[config.mk]
export PLATFORM = sky130hd
export DESIGN_NAME = controller
export DESIGN_NICKNAME = d
export VERILOG_FILES = /design/src/design/controller.sv
export VERILOG_INCLUDE_DIRS = /design/src /design/src/design
export SDC_FILE = /design/constraint.sdc
export NUM_CORES = 1
export LEC_CHECK = 0
export BUFFER_PORTS_ARGS = -buffer_cell sky130_fd_sc_hd__buf_4
export CAP_MARGIN = 5
export CORE_MARGIN = 2
export CORE_UTILIZATION = 57
export CTS_CLUSTER_DIAMETER = 150
export CTS_CLUSTER_SIZE = 12
export DETAILED_ROUTE_END_ITERATION = 7
export PLACE_DENSITY = 0.78
export SYNTH_ARGS = -nofsm -noshare
export SYNTH_HDL_FRONTEND = slang
export SYNTH_SLANG_ARGS = --single-unit
export TNS_END_PERCENT = 50
[constraint.sdc]
create_clock -name clock -period 3.6 [get_ports clock]
set_clock_uncertainty 0.1 [all_clocks]
set_input_delay 0.36 -clock clock [delete_from_list [all_inputs] [get_ports clock]]
set_output_delay 0.36 -clock clock [all_outputs]
set_load 0.05 [all_outputs]
[src/design/gba_io_consts.svh]
`ifndef GBA_IO_CONSTS_SVH
`define GBA_IO_CONSTS_SVH

// Address map
`define IO_BASE         32'h0400_0000
`define WRAM_BASE       32'h0300_0000

// I/O register indices, register i sits at IO_BASE + 4*i
`define NUM_IO_REGS     5
`define LED_REG0_IDX    0
`define LED_REG1_IDX    1
`define LED_REG2_IDX    2
`define LED_REG3_IDX    3
`define KEYINPUT_IDX    4

// Work RAM depth in 32-bit words
`define WRAM_WORDS      256

// SNES pad scan timing, in system clocks
`define SNES_HALF_CLKS  4
`define SNES_GAP_CLKS   16

`endif

[src/design/controller.sv]
`default_nettype none

`include "gba_io_consts.svh"

module controller (
    input  logic        clock,
    input  logic        rst,
    input  logic        serial_data,
    output logic        data_latch,
    output logic        data_clock,
    output logic [15:0] buttons
);

    localparam int HALF_CLKS  = `SNES_HALF_CLKS;
    localparam int LATCH_CLKS = 2 * `SNES_HALF_CLKS;
    localparam int GAP_CLKS   = `SNES_GAP_CLKS;

    typedef enum logic [1:0] {S_GAP, S_LATCH, S_CLK_HI, S_CLK_LO} state_t;

    state_t      state;
    logic [7:0]  tick;
    logic [3:0]  pulse;
    logic [15:0] shift;

    always_ff @(posedge clock) begin
        if (rst) begin
            state   <= S_GAP;
            tick    <= '0;
            pulse   <= '0;
            buttons <= '0;
        end else begin
            tick <= tick + 8'd1;
            case (state)
                S_GAP: if (tick == GAP_CLKS - 1) begin
                    state <= S_LATCH;
                    tick  <= '0;
                end
                S_LATCH: if (tick == LATCH_CLKS - 1) begin
                    state <= S_CLK_HI;
                    tick  <= '0;
                    pulse <= '0;
                end
                S_CLK_HI: if (tick == HALF_CLKS - 1) begin
                    state <= S_CLK_LO;
                    tick  <= '0;
                end
                S_CLK_LO: if (tick == HALF_CLKS - 1) begin
                    tick <= '0;
                    if (pulse == 4'd15) begin
                        // Pad reports pressed as 0
                        state   <= S_GAP;
                        buttons <= ~shift;
                    end else begin
                        state <= S_CLK_HI;
                        pulse <= pulse + 4'd1;
                    end
                end
                default: state <= S_GAP;
            endcase
        end
    end

    // Bit 0 at end of latch, bits 1..15 at the end of pulses 1..15
    always_ff @(posedge clock) begin
        if ((state == S_LATCH && tick == LATCH_CLKS - 1) ||
            (state == S_CLK_HI && tick == HALF_CLKS - 1 && pulse != 4'd15)) begin
            shift <= {serial_data, shift[15:1]};
        end
    end

    assign data_latch = (state == S_LATCH);
    assign data_clock = (state == S_CLK_HI);

    assert property (@(posedge clock) disable iff (rst) !(data_latch && data_clock));

endmodule

`default_nettype wire

# Word level (Yosys, flattened, before mapping)
# Cells that the tools add are included.
[word_totals]
ff_bits = 46
wordCells = 45
output_inout_bits = 18
[classes]
reduce_logical = 10
bitwise_logic = 1
n_mux = 14
eq_ne = 13
addsub = 2
[op_table]
columns = ["cell", "n"]
rows = [
  ["$mux W8", 3],
  ["$pmux W8 S3", 1],
  ["$not A16 Y16", 1],
  ["$mux W4", 3],
  ["$mux W2", 5],
  ["$add A8 B1 Y8 const B", 1],
  ["$eq A8 B2 Y1 const B", 1],
  ["$eq A8 B3 Y1 const B", 1],
  ["$eq A8 B4 Y1 const B", 1],
  ["$pmux W2 S4", 1],
  ["$pmux W4 S2", 1],
  ["$reduce_and A4 Y1", 2],
  ["$ne A2 B2 Y1 const B", 3],
  ["$add A4 B1 Y4 const B", 1],
  ["$eq A2 B2 Y1 const B", 2],
  ["$eq A4 B4 Y1 const B", 1],
  ["$ne A2 B1 Y1 const B", 2],
  ["$ne A4 B4 Y1 const B", 1],
  ["$logic_and A1 B1 Y1", 3],
  ["$reduce_and A3 Y1", 1],
  ["$eq A2 B1 Y1 const B", 1],
  ["$logic_not A2 Y1", 1],
  ["$reduce_bool A2 Y1", 1],
  ["$reduce_or A2 Y1", 1],
  ["$logic_or A1 B1 Y1", 1],
]

# Logic depth before layout (Yosys ltp)
[depth]
depth_word = 4
ltp_mapped = 6

# Least setup slack after synthesis
# No wires, ideal clock.
[synth_path]
kind = "flip-flop to flip-flop"
from = "register tick[5]"
to = "register shift[0] (enable)"
arrival_ns = 2.115
n_path_buf = 0
slack_ns = 0.975
t_required_ns = 3.091
path_stages_with_launch = 3
setup_time_ns = 0.409
cell_sequence = "dfxtp_1 or4_4 nor3_1"
[synth_between]
elab_chain_cells = 4
word_cells_on_any_way = 6
[synth_rtl]
columns = ["item", "line_no", "source"]
rows = [
  ["start, declared", "controller.sv:21", "logic [7:0] tick;"],
  ["start signal, assigned", "controller.sv:32", "tick <= tick + 8'd1;"],
  ["$eq A8 B2 Y1", "controller.sv:66", "(state == S_CLK_HI && tick == HALF_CLKS - 1 && pulse != 4'd15)) begin"],
  ["$logic_and A1 B1 Y1 (2 in series)", "controller.sv:66", ""],
  ["$logic_or A1 B1 Y1 (*)", "controller.sv:65", "if ((state == S_LATCH && tick == LATCH_CLKS - 1) ||"],
  ["end signal, assigned", "controller.sv:67", "shift <= {serial_data, shift[15:1]};"],
  ["end, declared", "controller.sv:23", "logic [15:0] shift;"],
]
# Every way passes the cells marked *; elsewhere a longest branch is shown, timed or not.
# A chain may end at the register's enable or synchronous reset.

# Worst setup path in the final report
[layout_path]
from = "register tick[5]"
to = "register buttons[9]"
[layout_between]
elab_chain_cells = 2
[layout_rtl]
columns = ["item", "line_no", "source"]
rows = [
  ["$eq A8 B2 Y1", "controller.sv:47", "S_CLK_LO: if (tick == HALF_CLKS - 1) begin"],
  ["$reduce_and A3 Y1 (no source line)", "--", ""],
  ["end signal, assigned", "controller.sv:52", "buttons <= ~shift;"],
  ["end, declared", "controller.sv:11", "output logic [15:0] buttons"],
]
# No other way between the ends.

==> flow_summary.toml <==
[timing]
finalCritPeriodShare_pct = 61.4
relSlewSlack_pct = 71.3
worst_hold_slack_ns = 0.0694
hold_viol = 0
finalSetupViolCount = 0
worst_slew_pin_slew_ns = 0.431
fin_setup_tns_ns = 0
rsz0062_at_grt = "false"
finalMaxSlewViolations = 0
fmaxAchievable_ghz = 0.453
period_needed_ns = 2.21

[floorplan]
initial_core_util_pct = 58.5
die_area_sq_mm = 0.00385
die_y_um = 62.0
core_sq_mm = 0.00328
placementRows = 21
ioPinCount = 21
die_w_um = 62.0

[setup_path]
cp_cell_sequence = "or4_4 -> nor4_4 -> buf_4 -> nor2_1 -> a211oi_2"
crit_fanout = 32
cp-start-kind = "register"
crit_path_end_kind = "register"
crit_type = "register to register"
critPathRequiredTime_ns = 3.78
critical_path_buf_inv_count = 1
cp_top_family = "simple AND/OR/NAND/NOR gates"
cp_data_arrival_time_ns = 2.39
slowest_delay_ns = 0.59
cpMaxStageDelayCell = "or4_4"

[logic_synthesis]
synth_area_sq_mm = 0.00192
syn_nets = 171
ys_warn_count = 0
seq_area_frac_synth_pct = 56.3
synth_ff_type = "dfxtp_1"
avgSynthCellArea_sq_um = 11.6
ys_ff_latch = 46
synth.distinct_cells = 39
async_reset_ff_share_pct = 0
synth-edff-count = 16
synthCells = 165

[final_layout]
design_area_sq_mm = 0.00218
multiInputGateArea_sq_um = 788
regArea_sq_mm = 0.00108
antenna_cells = 0
final_common_cell = "dfxtp_1"
fillCellCount = 255
nNetsFinal = 191
mostFrequentLayoutCells = "30 x dfxtp_1, 22 x buf_4, 18 x nor2_1, 16 x edfxtp_1, 14 x a211oi_2"
syn_to_final_growth_pct = 13.4
drive_above_1_share_pct = 31.2

[placement]
routabilityCongestion = 0.797
io_buffers = 20
place_area_sq_mm = 0.00210
dp_hpwl_um = 2110

[routing]
ant_nets = 0
wire_per_inst_um = 13.4
wirelength_um = 3100
viasPerCell = 5.52
vias = 1281
route.detailed.drc = 0
drt_pass1_iterations = 5
dr.first_iter.drc_count = 44

[power]
p_sw_uw = 186
sw_frac_of_total_pct = 21.1
power_uw = 882
seqPwrFrac_pct = 61.9
clockPowerShare_pct = 35.4
combPwrFrac_pct = 2.7
internal_power_uw = 696
p_per_area_mw_per_mm2 = 405
p_leak_uw = 0.000728
peakVddDrop_uv = 235

[cts]
cts_made_buffers = 5
clk_latency_ns = 0.36
clock_path_buffers = 2
path_clk_slew_ns = 0.13
cts-htree-levels = 2
clkSinkCount = 46
cts_hold_buf = 0
cts_resized = 0
cts_tree = "built"
postCtsSetupRepairBufs = 0
cts-root-buf = "clkbuf_4"

[flow_run]
cap_violations = 0

[worst_hold_path]
hold_class = "input pin to register"

[grt]
track_usage_pct = 17.9
grt_max_degree = 33
antenna_found_initial = 0
grt_pass1_wl_um = 4860
grt_overflow_total = 0
grt_pass1_vias = 1085

[run_status]
status = "finished clean"
## layer usage
layer	part of all wire, %	up-vias	wire length [um]	global-route usage (%)
met2	48	20	1480	27.8
met5	0	-	0	0
li1	-	649	-	-
met1	47	606	1450	22.4
met4	1.5	0	47	7.29
met3	4.0	6	124	7.04
## power by group through the flow
stage | Sequential [uW] | Combinational [uW] | Clock (uW)
final | 546 | 24.1 | 312
after global routing | 547 | 27.3 | 343
after CTS | 546 | 24.3 | 321
after detailed placement | 557 | 24.4 | 0
after global placement | 557 | 23.1 | 0
after floorplan | 555 | 20.1 | 0
## state kept, by name, indices dropped and copies added, names as in the netlist
| name | count |
|---|---|
| pulse | 4 |
| state | 2 |
| shift | 16 |
| tick | 8 |
| buttons | 16 |
## cell families (layout without fill, tap and decap cells)
logic type               count (synthesis)  count (layout)  share of synthesized area [%]
flip-flops                              46              46                           56.3
buffers and inverters                   10              31                           2.93
XOR/XNOR                                 6               6                           2.74
adder cells (fa/ha/maj)                  3               3                           1.95
AO/OA/AOI/OAI                           36              36                           17.1
AND/OR/NAND/NOR                         64              64                           19.0
## synthesized netlist by cell type (2+ instances only)
cell | n | area (sq um)
a211oi_1 | 6 | 45.0
a211oi_2 | 14 | 175
a21oi_1 | 2 | 10.0
a2bb2oi_1 | 2 | 17.5
and3_1 | 2 | 12.5
buf_6 | 2 | 22.5
clkbuf_1 | 6 | 22.5
dfxtp_1 | 30 | 601
edfxtp_1 | 16 | 480
ha_1 | 3 | 37.5
nand2_1 | 7 | 26.3
nand2b_1 | 3 | 18.8
nand3_1 | 5 | 25.0
nand4_1 | 2 | 12.5
nor2_1 | 18 | 67.6
nor2_2 | 10 | 62.6
nor2b_1 | 4 | 25.0
nor3_1 | 3 | 15.0
o21a_1 | 2 | 15.0
o21ai_0 | 5 | 25.0
xnor2_1 | 5 | 43.8
## stage by stage
| step | std cells | worst slack [ns] | utilization (%) |
|---|---|---|---|
| 6_report | 232 | 1.39 | 66.3 |
| 5_1_grt | 232 | 1.29 | 66.3 |
| 4_1_cts | 232 | 1.38 | 66.3 |
| 3_5_place_dp | 224 | 1.47 | 63.8 |
| 3_3_place_gp | 224 | 1.53 | 63.8 |
| 2_1_floorplan | 165 | 0.975 | - |
## path summary, 6_finish.rpt
kind / to / slack, ns / start / depth (start not counted)
worst max-delay path: buttons[9] / 1.39 / tick[5] / 5
worst min register to register: buttons[0] / 0.36 / shift[0] / 1
worst min-delay path: shift[15] / 0.07 / serial_data / 1
worst max register to register: buttons[9] / 1.39 / tick[5] / 5
## final cells by class
class	count	share of cell area, %
Timing Repair Buffer	22	7.59
Clock buffer	5	1.72
Clock inverter	3	2.01
Tap cell	46	2.64
Sequential cell	46	49.7
Inverter	1	0.172
Multi-Input combinational cell	109	36.2
Note: power is estimated with default switching activity, not from simulation.
