==> src/design/gba_io_consts.svh <==
`ifndef GBA_IO_CONSTS_SVH
`define GBA_IO_CONSTS_SVH

// Address map
`define IO_BASE         32'h0400_0000
`define WRAM_BASE       32'h0300_0000

// I/O register indices, register i sits at IO_BASE + 4*i
`define NUM_IO_REGS     5
`define LED_REG0_IDX    0
`define LED_REG1_IDX    1
`define LED_REG2_IDX    2
`define LED_REG3_IDX    3
`define KEYINPUT_IDX    4

// Work RAM depth in 32-bit words
`define WRAM_WORDS      256

// SNES pad scan timing, in system clocks
`define SNES_HALF_CLKS  4
`define SNES_GAP_CLKS   16

`endif

==> src/design/mem_bus_if.sv <==
`default_nettype none


// LED debug registers, io_regs to led_controller
interface led_regs_if;
    logic [31:0] reg0, reg1, reg2, reg3;

    modport source (output reg0, reg1, reg2, reg3);
    modport sink   (input reg0, reg1, reg2, reg3);
endinterface

`default_nettype wire

==> src/design/led_controller.sv <==
`default_nettype none

module led_controller (
    input  logic [7:0]  sw,
    input  logic [15:0] buttons,
    led_regs_if.sink    leds,
    output logic [7:0]  ld
);

    logic [31:0] word;

    always_comb begin
        case (sw[3:2])
            2'd0:    word = leds.reg0;
            2'd1:    word = leds.reg1;
            2'd2:    word = leds.reg2;
            default: word = leds.reg3;
        endcase
    end

    // Switches 0..15 pick a register byte, anything else shows the pad
    always_comb begin
        if (sw[7:4] == 4'h0) begin
            ld = word[8*sw[1:0] +: 8];
        end else begin
            ld = sw[7] ? buttons[15:8] : buttons[7:0];
        end
    end

endmodule

`default_nettype wire

==> src/flat_wrapper.sv <==
// flat-port wrapper written by rule: the top's interface ports become plain ports
module led_controller_flat 
  (sw, buttons, ld, leds_reg0, leds_reg1, leds_reg2, leds_reg3);
  led_regs_if leds_i ();
  input  logic [7:0] sw;
  input  logic [15:0] buttons;
  output logic [7:0] ld;
  input wire logic [$bits(leds_i.reg0)-1:0] leds_reg0;
  input wire logic [$bits(leds_i.reg1)-1:0] leds_reg1;
  input wire logic [$bits(leds_i.reg2)-1:0] leds_reg2;
  input wire logic [$bits(leds_i.reg3)-1:0] leds_reg3;
  assign leds_i.reg0 = leds_reg0;
  assign leds_i.reg1 = leds_reg1;
  assign leds_i.reg2 = leds_reg2;
  assign leds_i.reg3 = leds_reg3;
  led_controller u_core (.sw(sw), .buttons(buttons), .leds(leds_i), .ld(ld));
endmodule
==> config.mk <==
export PLATFORM = sky130hd
export DESIGN_NAME = led_controller_flat
export DESIGN_NICKNAME = d
export VERILOG_FILES = /design/src/design/gba_io_consts.svh /design/src/design/mem_bus_if.sv /design/src/design/led_controller.sv /design/src/flat_wrapper.sv
export SDC_FILE = /design/constraint.sdc
export NUM_CORES = 1
export LEC_CHECK = 0
export BUFFER_PORTS_ARGS = -buffer_cell sky130_fd_sc_hd__buf_2
export CAP_MARGIN = 10
export CORE_MARGIN = 3
export CORE_UTILIZATION = 36
export DETAILED_ROUTE_END_ITERATION = 7
export GPL_TIMING_DRIVEN = 0
export PLACE_DENSITY = 0.9
export SYNTH_ARGS = -nofsm -noshare
export SYNTH_HDL_FRONTEND = slang
export SYNTH_SLANG_ARGS = --single-unit
==> constraint.sdc <==
create_clock -name vclk -period 3.49
set_input_delay 0 -clock vclk [all_inputs]
set_output_delay 0 -clock vclk [all_outputs]
set_load 0.005 [all_outputs]
# After elaboration in Yosys (flattened, before gate mapping)

Cells that the tools add are included.
Widths: inputs -> output; s select.

Add/sub/neg operators: 0
Multiply operators: 0
Div/mod/pow operators: 0
Magnitude comparators: 0
Eq/ne operators: 2
Shift-type cells: 1
Muxes and demuxes: 3
Bitwise logic cells: 0
Reductions and logical operators: 2

Operators by type and width:

| operator           | count |
|---|---|
| $pmux 32 s3        | 1 |
| $shiftx 32x6->8    | 1 |
| $mux 8             | 2 |
| $logic_not 4->1    | 1 |
| $eq 2x1->1 const B | 1 |
| $eq 2x2->1 const B | 1 |
| $logic_not 2->1    | 1 |

Register bits after elaboration: 0
Bits in latches: 0
RAM bits: 0
Memory bits (read-only): 0
Input port bits: 152
Output and inout bits: 8
Logic and storage cells: 8
Memories kept: 0

# Depth between registers and ports, before layout

Gate-level depths: netlist of run 1.

Depth after elaboration: 4
Mapped depth: 6
Gate-level depth less buffers: 4

# Worst setup path after synthesis of run 1

Ideal clock, no wire load.

Path type: in2out
Start: input sw[2]
End: output ld[6]
Arrival time: 1,203 ps
Data required time: 3,490 ps
Path slack: 2,287 ps
Stages: 4
Path buffers: 1
Cells stage by stage: buf_4 mux4_2 a211o_1 a31o_1

Cells in the longest elaborated chain, start to end: 4
Elaborated cells between the ends (all ways): 6
Those cells by class: 2 x eq/ne; 1 x shift; 2 x mux; 1 x reduce/logical

RTL lines:

| element                                  | RTL line             | text |
|---|---|---|
| start, declared                          | flat_wrapper.sv:5    | `input logic [7:0] sw;` |
| $eq 2x2->1, or another cell as far along | led_controller.sv:13 | `case (sw[3:2])` |
| $pmux 32 s3 (*)                          | led_controller.sv:13 |  |
| $shiftx 32x6->8 (*)                      | led_controller.sv:24 | `ld = word[8*sw[1:0] +: 8];` |
| $mux 8 (*)                               | led_controller.sv:23 | `if (sw[7:4] == 4'h0) begin` |
| end, declared                            | flat_wrapper.sv:7    | `output logic [7:0] ld;` |

Mark *: on every way between the ends. The rest lies on a longest branch, timed or not.

# Worst setup path after layout of run 1

Start: input sw[3]
End: output ld[4]

The elaborated chain is that of the path after synthesis.

==> results.sh, run 1 <==
export IMPL_setup_viol=0
export IMPL_antenna_found_initial=0
export IMPL_firstDrtPassIters=4
export IMPL_dp_hpwl_um=4630
export IMPL_area_growth_pct=68.9
export IMPL_power_leakage_nw=1.07
export IMPL_post_cts_resized=0
export IMPL_post_cts_buffers=0
export IMPL_slew_viol_final=0
export IMPL_powerDensity_nw_per_um2=113
export IMPL_nClkBuffers=0
export IMPL_rows=20
export IMPL_hold_path_startpoint="leds_reg2[31]"
export IMPL_register_area_sq_um=0
export IMPL_drive_gt1_share_pct=71.4
export IMPL_routed_via_density=5.34
export IMPL_fp_dieH_um=64.2
export IMPL_routedWlPerCell_um=16.1
export IMPL_synth_top_cell_by_area="mux4_2"
export IMPL_die_w_um=64.2
export IMPL_portBuffers=157
export IMPL_max_freq_mhz=666
export IMPL_hp_class="in2out"
export IMPL_hold_buffers=0
export IMPL_end_kind="output pin"
export IMPL_outcome="completed"
export IMPL_core_area_sq_um=3150
export IMPL_grt_overflow_total=0
export IMPL_globalplace_congestion=0.811
export IMPL_fin_ws_ps=1990
export IMPL_worst_pin_slew_ps=468
export IMPL_crit_type="in2out"
export IMPL_fillers=302
export IMPL_start_kind="primary input"
export IMPL_hold_viol_final=0
export IMPL_n_antenna_cell=0
export IMPL_design_area_sq_um=2060
export IMPL_fin_nets=434
export IMPL_path_max_fanout=10
export IMPL_required_ps=3490
export IMPL_max_slew_margin_rel_pct=68.7
export IMPL_maxCapViolations=0
export IMPL_syn_inst=123
export IMPL_pre_cts_ws_ps=2000
export IMPL_holdPathStages=4
export IMPL_avgSynthCellArea_sq_um=9.92
export IMPL_grt_first_pass_wirelength_um=7880
export IMPL_synth_distinct_cells=22
export IMPL_drc_errors=0
export IMPL_drtIter0Drc=94
export IMPL_hold_path_end="ld[7]"
export IMPL_ant_nets=0
export IMPL_syn_cell_area_sq_um=1220
export IMPL_grtUsageTotal_pct=23.6
export IMPL_dieArea_sq_um=4120
export IMPL_multi_input_area_sq_um=1130
export IMPL_grt_max_degree=11
export IMPL_dpl_cell_area_sq_um=2060
export IMPL_grt_pass1_vias=1817
export IMPL_cp_arrival_ps=1500
export IMPL_period_minus_slack_ps=1500
export IMPL_start_util_pct=38.7
export IMPL_seq_area_frac_synth_pct=0
export IMPL_ios=160
export IMPL_n_sequential_cell=0
export IMPL_grt_setup_unrepaired="no"
export IMPL_period_share_pct=43.0
export IMPL_syn_num_nets=275
export IMPL_synth_area_leaders="mux4_2 31%, mux2i_1 19%, mux2_2 13%"
export IMPL_dr_total_vias=1730
export IMPL_synth_warnings=0
export IMPL_ir_drop_mv=0.0602
export IMPL_routed_wl_um=5200
export IMPL_setup_tns_ps=0
export IMPL_yosysTopAreaCellShare_pct=31.4
cell families (layout without fill, tap and decap cells):
group / Yosys count / count (layout) / share of synthesized area, %
buffers and inverters: 15 / 172 / 6.97
muxes: 55 / 55 / 65.3
and+or+nand+nor: 23 / 23 / 9.03
AOI/OAI and AO/OA: 30 / 30 / 18.7
worst max-delay path: stages:
cell and delay (ps):
buf_2 120, buf_2 240, buf_1 370, o211ai_1 190
a221oi_1 370, nor2_1 80, buf_2 140
synth_stat cells (all sizes together):
cell,instances
mux2,14
mux4,18
a31o,1
nor2b,2
buf,14
nand3,7
clkbuf,1
nor2,9
nor4,1
a211o,1
and3b,1
a22oi,7
a221oi,7
o22ai,7
nand2,2
nand2b,1
mux2i,23
o211ai,7
power by group:
group          total [W]  switching (W)  internal [W]
Clock                  0              0             0
Combinational   0.000233      0.0000885      0.000145
Sequential             0              0             0
layer usage:
| layer | global-route usage (%) | vias to the layer above | part of all wire, % |
|---|---|---|---|
| li1 | - | 838 | - |
| met1 | 24.8 | 797 | 34 |
| met2 | 50.6 | 95 | 56 |
| met3 | 3.69 | 0 | 10 |
| met4 | 0 | 0 | 0 |
| met5 | 0 | - | 0 |
layout make-up:
class / count / share of cell area (%)
multi-input combinational: 108 / 55.1
timing repair buffer: 157 / 38.1
buffer: 15 / 4.13
tap: 44 / 2.67
per-stage QoR:
step,power [W],utilization (%),hold WS [ps],cells
after floorplan,0.000124,-,176,123
after global routing,0.000255,65.4,369,324
after detailed placement,0.000234,65.4,347,324
after global placement,0.000228,65.4,347,324
after CTS,0.000235,65.4,352,324
final,0.000233,65.4,345,324
cells in the final DEF (no fill, tap or decap):
master / instances
mux4_2: 17
o211ai_1: 7
buf_1: 2
nor2_1: 9
clkbuf_1: 1
nand2_1: 2
nand3_1: 7
o22ai_1: 7
a31o_1: 1
nor4_1: 1
a221oi_1: 7
and3b_1: 1
nor2b_1: 2
a211o_1: 1
mux2i_1: 23
mux4_1: 1
nand2b_1: 1
buf_6: 1
a22oi_1: 7
buf_4: 3
buf_2: 165
mux2_2: 14
worst max-delay path by stage:
stage,startpoint,slack (ps),endpoint,cells after the start
2_1_floorplan,sw[2],2290,ld[6],4
3_3_place_gp,sw[3],2000,ld[4],7
3_5_place_dp,sw[7],2000,ld[3],7
4_1_cts,sw[7],2000,ld[3],7
5_1_grt,sw[7],1830,ld[3],7
6_report,sw[3],1990,ld[4],7
Power figures use the tool's default switching activity.
==> inputs of run 2 (changes only) <==
--- a/config.mk
+++ b/config.mk
@@ -8,10 +8,10 @@
 export BUFFER_PORTS_ARGS = -buffer_cell sky130_fd_sc_hd__buf_2
 export CAP_MARGIN = 10
 export CORE_MARGIN = 3
-export CORE_UTILIZATION = 36
+export CORE_UTILIZATION = 30
 export DETAILED_ROUTE_END_ITERATION = 7
 export GPL_TIMING_DRIVEN = 0
-export PLACE_DENSITY = 0.9
+export PLACE_DENSITY = 0.8
 export SYNTH_ARGS = -nofsm -noshare
 export SYNTH_HDL_FRONTEND = slang
 export SYNTH_SLANG_ARGS = --single-unit
==> constraint.sdc (replaced) <==
create_clock -name vclk -period 1.26
set_input_delay 0 -clock vclk [all_inputs]
set_output_delay 0 -clock vclk [all_outputs]
set_load 0.005 [all_outputs]
==> results.sh, run 2 (synthesis results as in run 1) <==
export IMPL_outcome="completed"
export IMPL_p_int_w=0.000476
export IMPL_power_leakage_nw=1.20
export IMPL_critPathTopFamily="multiplexers"
export IMPL_routed_wl_um=5400
export IMPL_nClkBuffers=0
export IMPL_setup_viol=0
export IMPL_dr_total_vias=1777
export IMPL_max_slew_margin_rel_pct=75.6
export IMPL_p_comb_share_pct=100.0
export IMPL_pwr_share_clk_pct=0
export IMPL_final_common_cell="buf_2"
export IMPL_area_growth_pct=91.6
export IMPL_drtIter0Drc=44
export IMPL_antenna_found_initial=0
export IMPL_drc_errors=0
export IMPL_slew_viol_final=0
export IMPL_crit_slowest_cell="mux4_2"
export IMPL_grt_overflow_total=0
export IMPL_grt_pass1_vias=1895
export IMPL_max_freq_mhz=806
export IMPL_grt_first_pass_wirelength_um=8130
export IMPL_fin_ws_ps=19.0
export IMPL_grtUsageTotal_pct=20.0
export IMPL_start_kind="primary input"
export IMPL_worst_pin_slew_ps=366
export IMPL_die_w_um=69.8
export IMPL_required_ps=1260
export IMPL_globalplace_congestion=0.772
export IMPL_crit_type="in2out"
export IMPL_ant_nets=0
export IMPL_maxCapViolations=0
export IMPL_grt_setup_unrepaired="yes"
export IMPL_final_cell_mix="157 x buf_2, 23 x mux2i_1, 17 x mux4_2"
export IMPL_cp_slowest_stage_delay_ps=470
export IMPL_powerDensity_nw_per_um2=324
export IMPL_end_kind="output pin"
export IMPL_final_cells=331
export IMPL_rows=22
export IMPL_endpoint="ld[6]"
export IMPL_start_util_pct=32.1
export IMPL_drive_gt1_share_pct=78.4
export IMPL_dieArea_sq_um=4870
export IMPL_n_sequential_cell=0
export IMPL_cp_depth=6
export IMPL_pre_cts_ws_ps=-271
export IMPL_ir_drop_mv=0.178
export IMPL_crit_chain="buf_12 > mux4_2 > nor2b_1 > a211o_1 > a31o_1 > buf_2"
export IMPL_routedWlPerCell_um=16.3
export IMPL_path_max_fanout=5
export IMPL_n_antenna_cell=0
export IMPL_hold_viol_final=0
export IMPL_grt_max_degree=11
export IMPL_firstDrtPassIters=4
export IMPL_period_minus_slack_ps=1240
export IMPL_hp_class="in2out"
export IMPL_register_area_sq_um=0
export IMPL_core_area_sq_um=3800
export IMPL_cp_arrival_ps=1240
export IMPL_crit_path_start="sw[1]"
export IMPL_dp_hpwl_um=4590
export IMPL_routed_via_density=5.37
export IMPL_fp_dieH_um=69.8
export IMPL_switching_share_pct=37.2
export IMPL_portBuffers=157
export IMPL_fin_nets=437
export IMPL_holdPathStages=4
export IMPL_period_share_pct=98.5
export IMPL_ios=160
export IMPL_cp_num_buf_inv=2
export IMPL_p_seq_share_pct=0
export IMPL_p_sw_w=0.000282
export IMPL_post_place_cells=328
## run 2: changes by cell type in the layout (fill, tap and decap cells not counted), moves of 5 or more
cell      before  now
o22ai_1        7    0
a221oi_1       7    2
buf_4          3    8
buf_2        165  157
mux2_4         0    7
mux2_2        14    7
a221oi_2       0    5
o22ai_2        0    6
## run 2: layer usage
| layer | vias up | track usage (%) | share of wire [%] |
|---|---|---|---|
| met5 | - | 0 | 0 |
| met4 | 0 | 1.28 | 0.59 |
| met3 | 4 | 3.62 | 9.5 |
| met2 | 98 | 41.1 | 56 |
| met1 | 826 | 21.5 | 34 |
| li1 | 849 | - | - |
## run 2: worst min-delay path by stage
| stage | start | endpoint | slack (ps) |
|---|---|---|---|
| after detailed placement | leds_reg2[8] | ld[0] | 350 |
| final | leds_reg2[27] | ld[3] | 340 |
| after global routing | leds_reg2[12] | ld[4] | 380 |
| after global placement | leds_reg2[8] | ld[0] | 350 |
| after floorplan | leds_reg2[29] | ld[5] | 180 |
| after CTS | leds_reg2[27] | ld[3] | 340 |
## run 2: what timing repair did
| item | CTS | global route |
|---|---|---|
| cloned | 0 | 1 |
| resized for setup | 22 | 34 |
| pin swaps | 2 | 3 |
| setup buffers | 1 | 2 |
| hold buffers | 0 | 0 |
| setup endpoints to repair | 8 | 8 |
## run 2: power groups by stage
stage | Combinational [W] | Clock (W) | Sequential (W)
after detailed placement | 0.000649 | 0 | 0
after floorplan | 0.000343 | 0 | 0
final | 0.000758 | 0 | 0
after CTS | 0.000681 | 0 | 0
after global placement | 0.000638 | 0 | 0
after global routing | 0.000824 | 0 | 0
## run 2: final cells by class
type                            count  area [sq um]
Tap cell                           48          60.1
Fill cell                         353          1460
Multi-Input combinational cell    108          1280
Timing Repair Buffer              161           836
Buffer                             14           165
## run 2: through the flow
stage,utilization [%],hold slack (ps),cell area [sq um],TNS (ps),total power [W]
CTS,56.7,343,2150,-6.92,0.000681
detailed placement,54.4,350,2070,-1640,0.000649
global placement,54.4,346,2070,-1470,0.000638
finish,61.5,339,2340,0,0.000758
global route,61.5,383,2340,-26.8,0.000824
floorplan,-,176,1220,0,0.000343
==> inputs of run 3 (changes only) <==
--- a/config.mk
+++ b/config.mk
@@ -7,11 +7,13 @@
 export LEC_CHECK = 0
 export BUFFER_PORTS_ARGS = -buffer_cell sky130_fd_sc_hd__buf_2
 export CAP_MARGIN = 10
+export CELL_PAD_IN_SITES_DETAIL_PLACEMENT = 2
+export CELL_PAD_IN_SITES_GLOBAL_PLACEMENT = 2
 export CORE_MARGIN = 3
-export CORE_UTILIZATION = 30
+export CORE_UTILIZATION = 16
 export DETAILED_ROUTE_END_ITERATION = 7
 export GPL_TIMING_DRIVEN = 0
-export PLACE_DENSITY = 0.8
+export PLACE_DENSITY = 0.87
 export SYNTH_ARGS = -nofsm -noshare
 export SYNTH_HDL_FRONTEND = slang
 export SYNTH_SLANG_ARGS = --single-unit
==> constraint.sdc (replaced) <==
create_clock -name vclk -period 1.6
set_input_delay 0 -clock vclk [all_inputs]
set_output_delay 0 -clock vclk [all_outputs]
set_load 0.005 [all_outputs]
==> results.sh, run 3 (synthesis results as in run 1) <==
export IMPL_outcome="completed"
export IMPL_crit_type="in2out"
export IMPL_worst_pin_slew_ps=353
export IMPL_setup_tns_ps=0
export IMPL_maxCapViolations=0
export IMPL_routed_wl_um=7160
export IMPL_dr_wl_met2_um=3920
export IMPL_start_util_pct=16.6
export IMPL_path_max_fanout=10
export IMPL_max_slew_margin_rel_pct=76.5
export IMPL_drc_errors=0
export IMPL_fp_dieH_um=93.3
export IMPL_hold_viol_final=0
export IMPL_switching_share_pct=40.6
export IMPL_powerDensity_nw_per_um2=250
export IMPL_grt_overflow_total=0
export IMPL_max_freq_mhz=658
export IMPL_end_kind="output pin"
export IMPL_routed_top_layer="met4"
export IMPL_hold_buffers=0
export IMPL_final_common_cell="buf_2"
export IMPL_routed_via_density=4.68
export IMPL_core_area_sq_um=7330
export IMPL_period_minus_slack_ps=1520
export IMPL_post_place_cells=379
export IMPL_area_growth_pct=76.8
export IMPL_fin_hold_ws_ps=361
export IMPL_final_cell_mix="163 x buf_2, 23 x mux2i_1, 17 x mux4_2"
export IMPL_pre_cts_ws_ps=-135
export IMPL_die_w_um=93.3
export IMPL_drive_gt1_share_pct=73.6
export IMPL_design_area_sq_um=2160
export IMPL_slew_viol_final=0
export IMPL_hp_class="in2out"
export IMPL_ios=160
export IMPL_n_antenna_cell=0
export IMPL_final_cells=379
export IMPL_met3WireLength_um=637
export IMPL_globalplace_congestion=0.685
export IMPL_register_area_sq_um=0
export IMPL_nClkBuffers=0
export IMPL_dp_hpwl_um=6500
export IMPL_start_kind="primary input"
export IMPL_period_share_pct=95.0
export IMPL_portBuffers=157
export IMPL_setup_viol=0
export IMPL_rows=31
export IMPL_routedWlPerCell_um=18.9
export IMPL_dpl_cell_area_sq_um=2130
export IMPL_pwr_share_clk_pct=0
export IMPL_met1_length_um=2520
export IMPL_post_cts_buffers=0
export IMPL_grtUsageTotal_pct=16.0
export IMPL_ir_drop_mv=0.0799
export IMPL_p_int_w=0.000320
export IMPL_ant_nets=0
export IMPL_power_leakage_nw=1.08
export IMPL_required_ps=1600
export IMPL_dr_total_vias=1772
export IMPL_firstDrtPassIters=6
export IMPL_n_sequential_cell=0
export IMPL_p_sw_w=0.000219
export IMPL_dieArea_sq_um=8710
export IMPL_grt_pass1_vias=2068
export IMPL_cp_arrival_ps=1520
export IMPL_p_comb_share_pct=100.0
export IMPL_grt_max_degree=11
export IMPL_drtIter0Drc=42
export IMPL_antenna_found_initial=0
export IMPL_fin_nets=434
export IMPL_grt_setup_unrepaired="no"
export IMPL_fin_ws_ps=80.5
export IMPL_grt_first_pass_wirelength_um=10900
export IMPL_p_seq_share_pct=0
-- run 3: critical path, stage by stage --
cell	delay [ps]
buf_4	200
buf_4	260
mux4_2	330
mux2_2	280
o22ai_1	250
nor2_1	70
buf_2	130
-- run 3: per-stage QoR --
| stage | utilization (%) | total power, W |
|---|---|---|
| 6_report | 29.4 | 0.000539 |
| 2_1_floorplan | - | 0.000270 |
| 5_1_grt | 29.4 | 0.000596 |
| 3_3_place_gp | 29.0 | 0.000525 |
| 4_1_cts | 29.3 | 0.000549 |
| 3_5_place_dp | 29.0 | 0.000543 |
-- run 3: cell type report --
class	instances	area [sq um]
Fill cell	876	5170
Timing Repair Buffer	157	786
Multi-Input combinational cell	108	1150
Tap cell	99	124
Buffer	15	95.1
-- run 3: final timing paths --
| path | slack (ps) | end | cells past startpoint | start |
|---|---|---|---|---|
| setup / recovery | 80 | ld[3] | 7 | sw[2] |
| hold / removal | 360 | ld[5] | 4 | leds_reg2[29] |
-- run 3: layer usage --
layer | track usage, % | up-vias
met5 | 0 | -
met4 | 1.47 | 0
met3 | 3.22 | 6
met2 | 31.5 | 106
met1 | 18.0 | 823
li1 | - | 837
-- run 3: power groups by stage --
stage / clock network [W] / logic (W) / registers (W)
after global routing: 0 / 0.000596 / 0
after CTS: 0 / 0.000549 / 0
final: 0 / 0.000539 / 0
after global placement: 0 / 0.000525 / 0
after floorplan: 0 / 0.000270 / 0
after detailed placement: 0 / 0.000543 / 0
-- run 3: repair_timing --
item | CTS | global route
endpoints found under the setup margin | 4 | 6
resized for setup | 4 | 5
gates cloned | 0 | 0
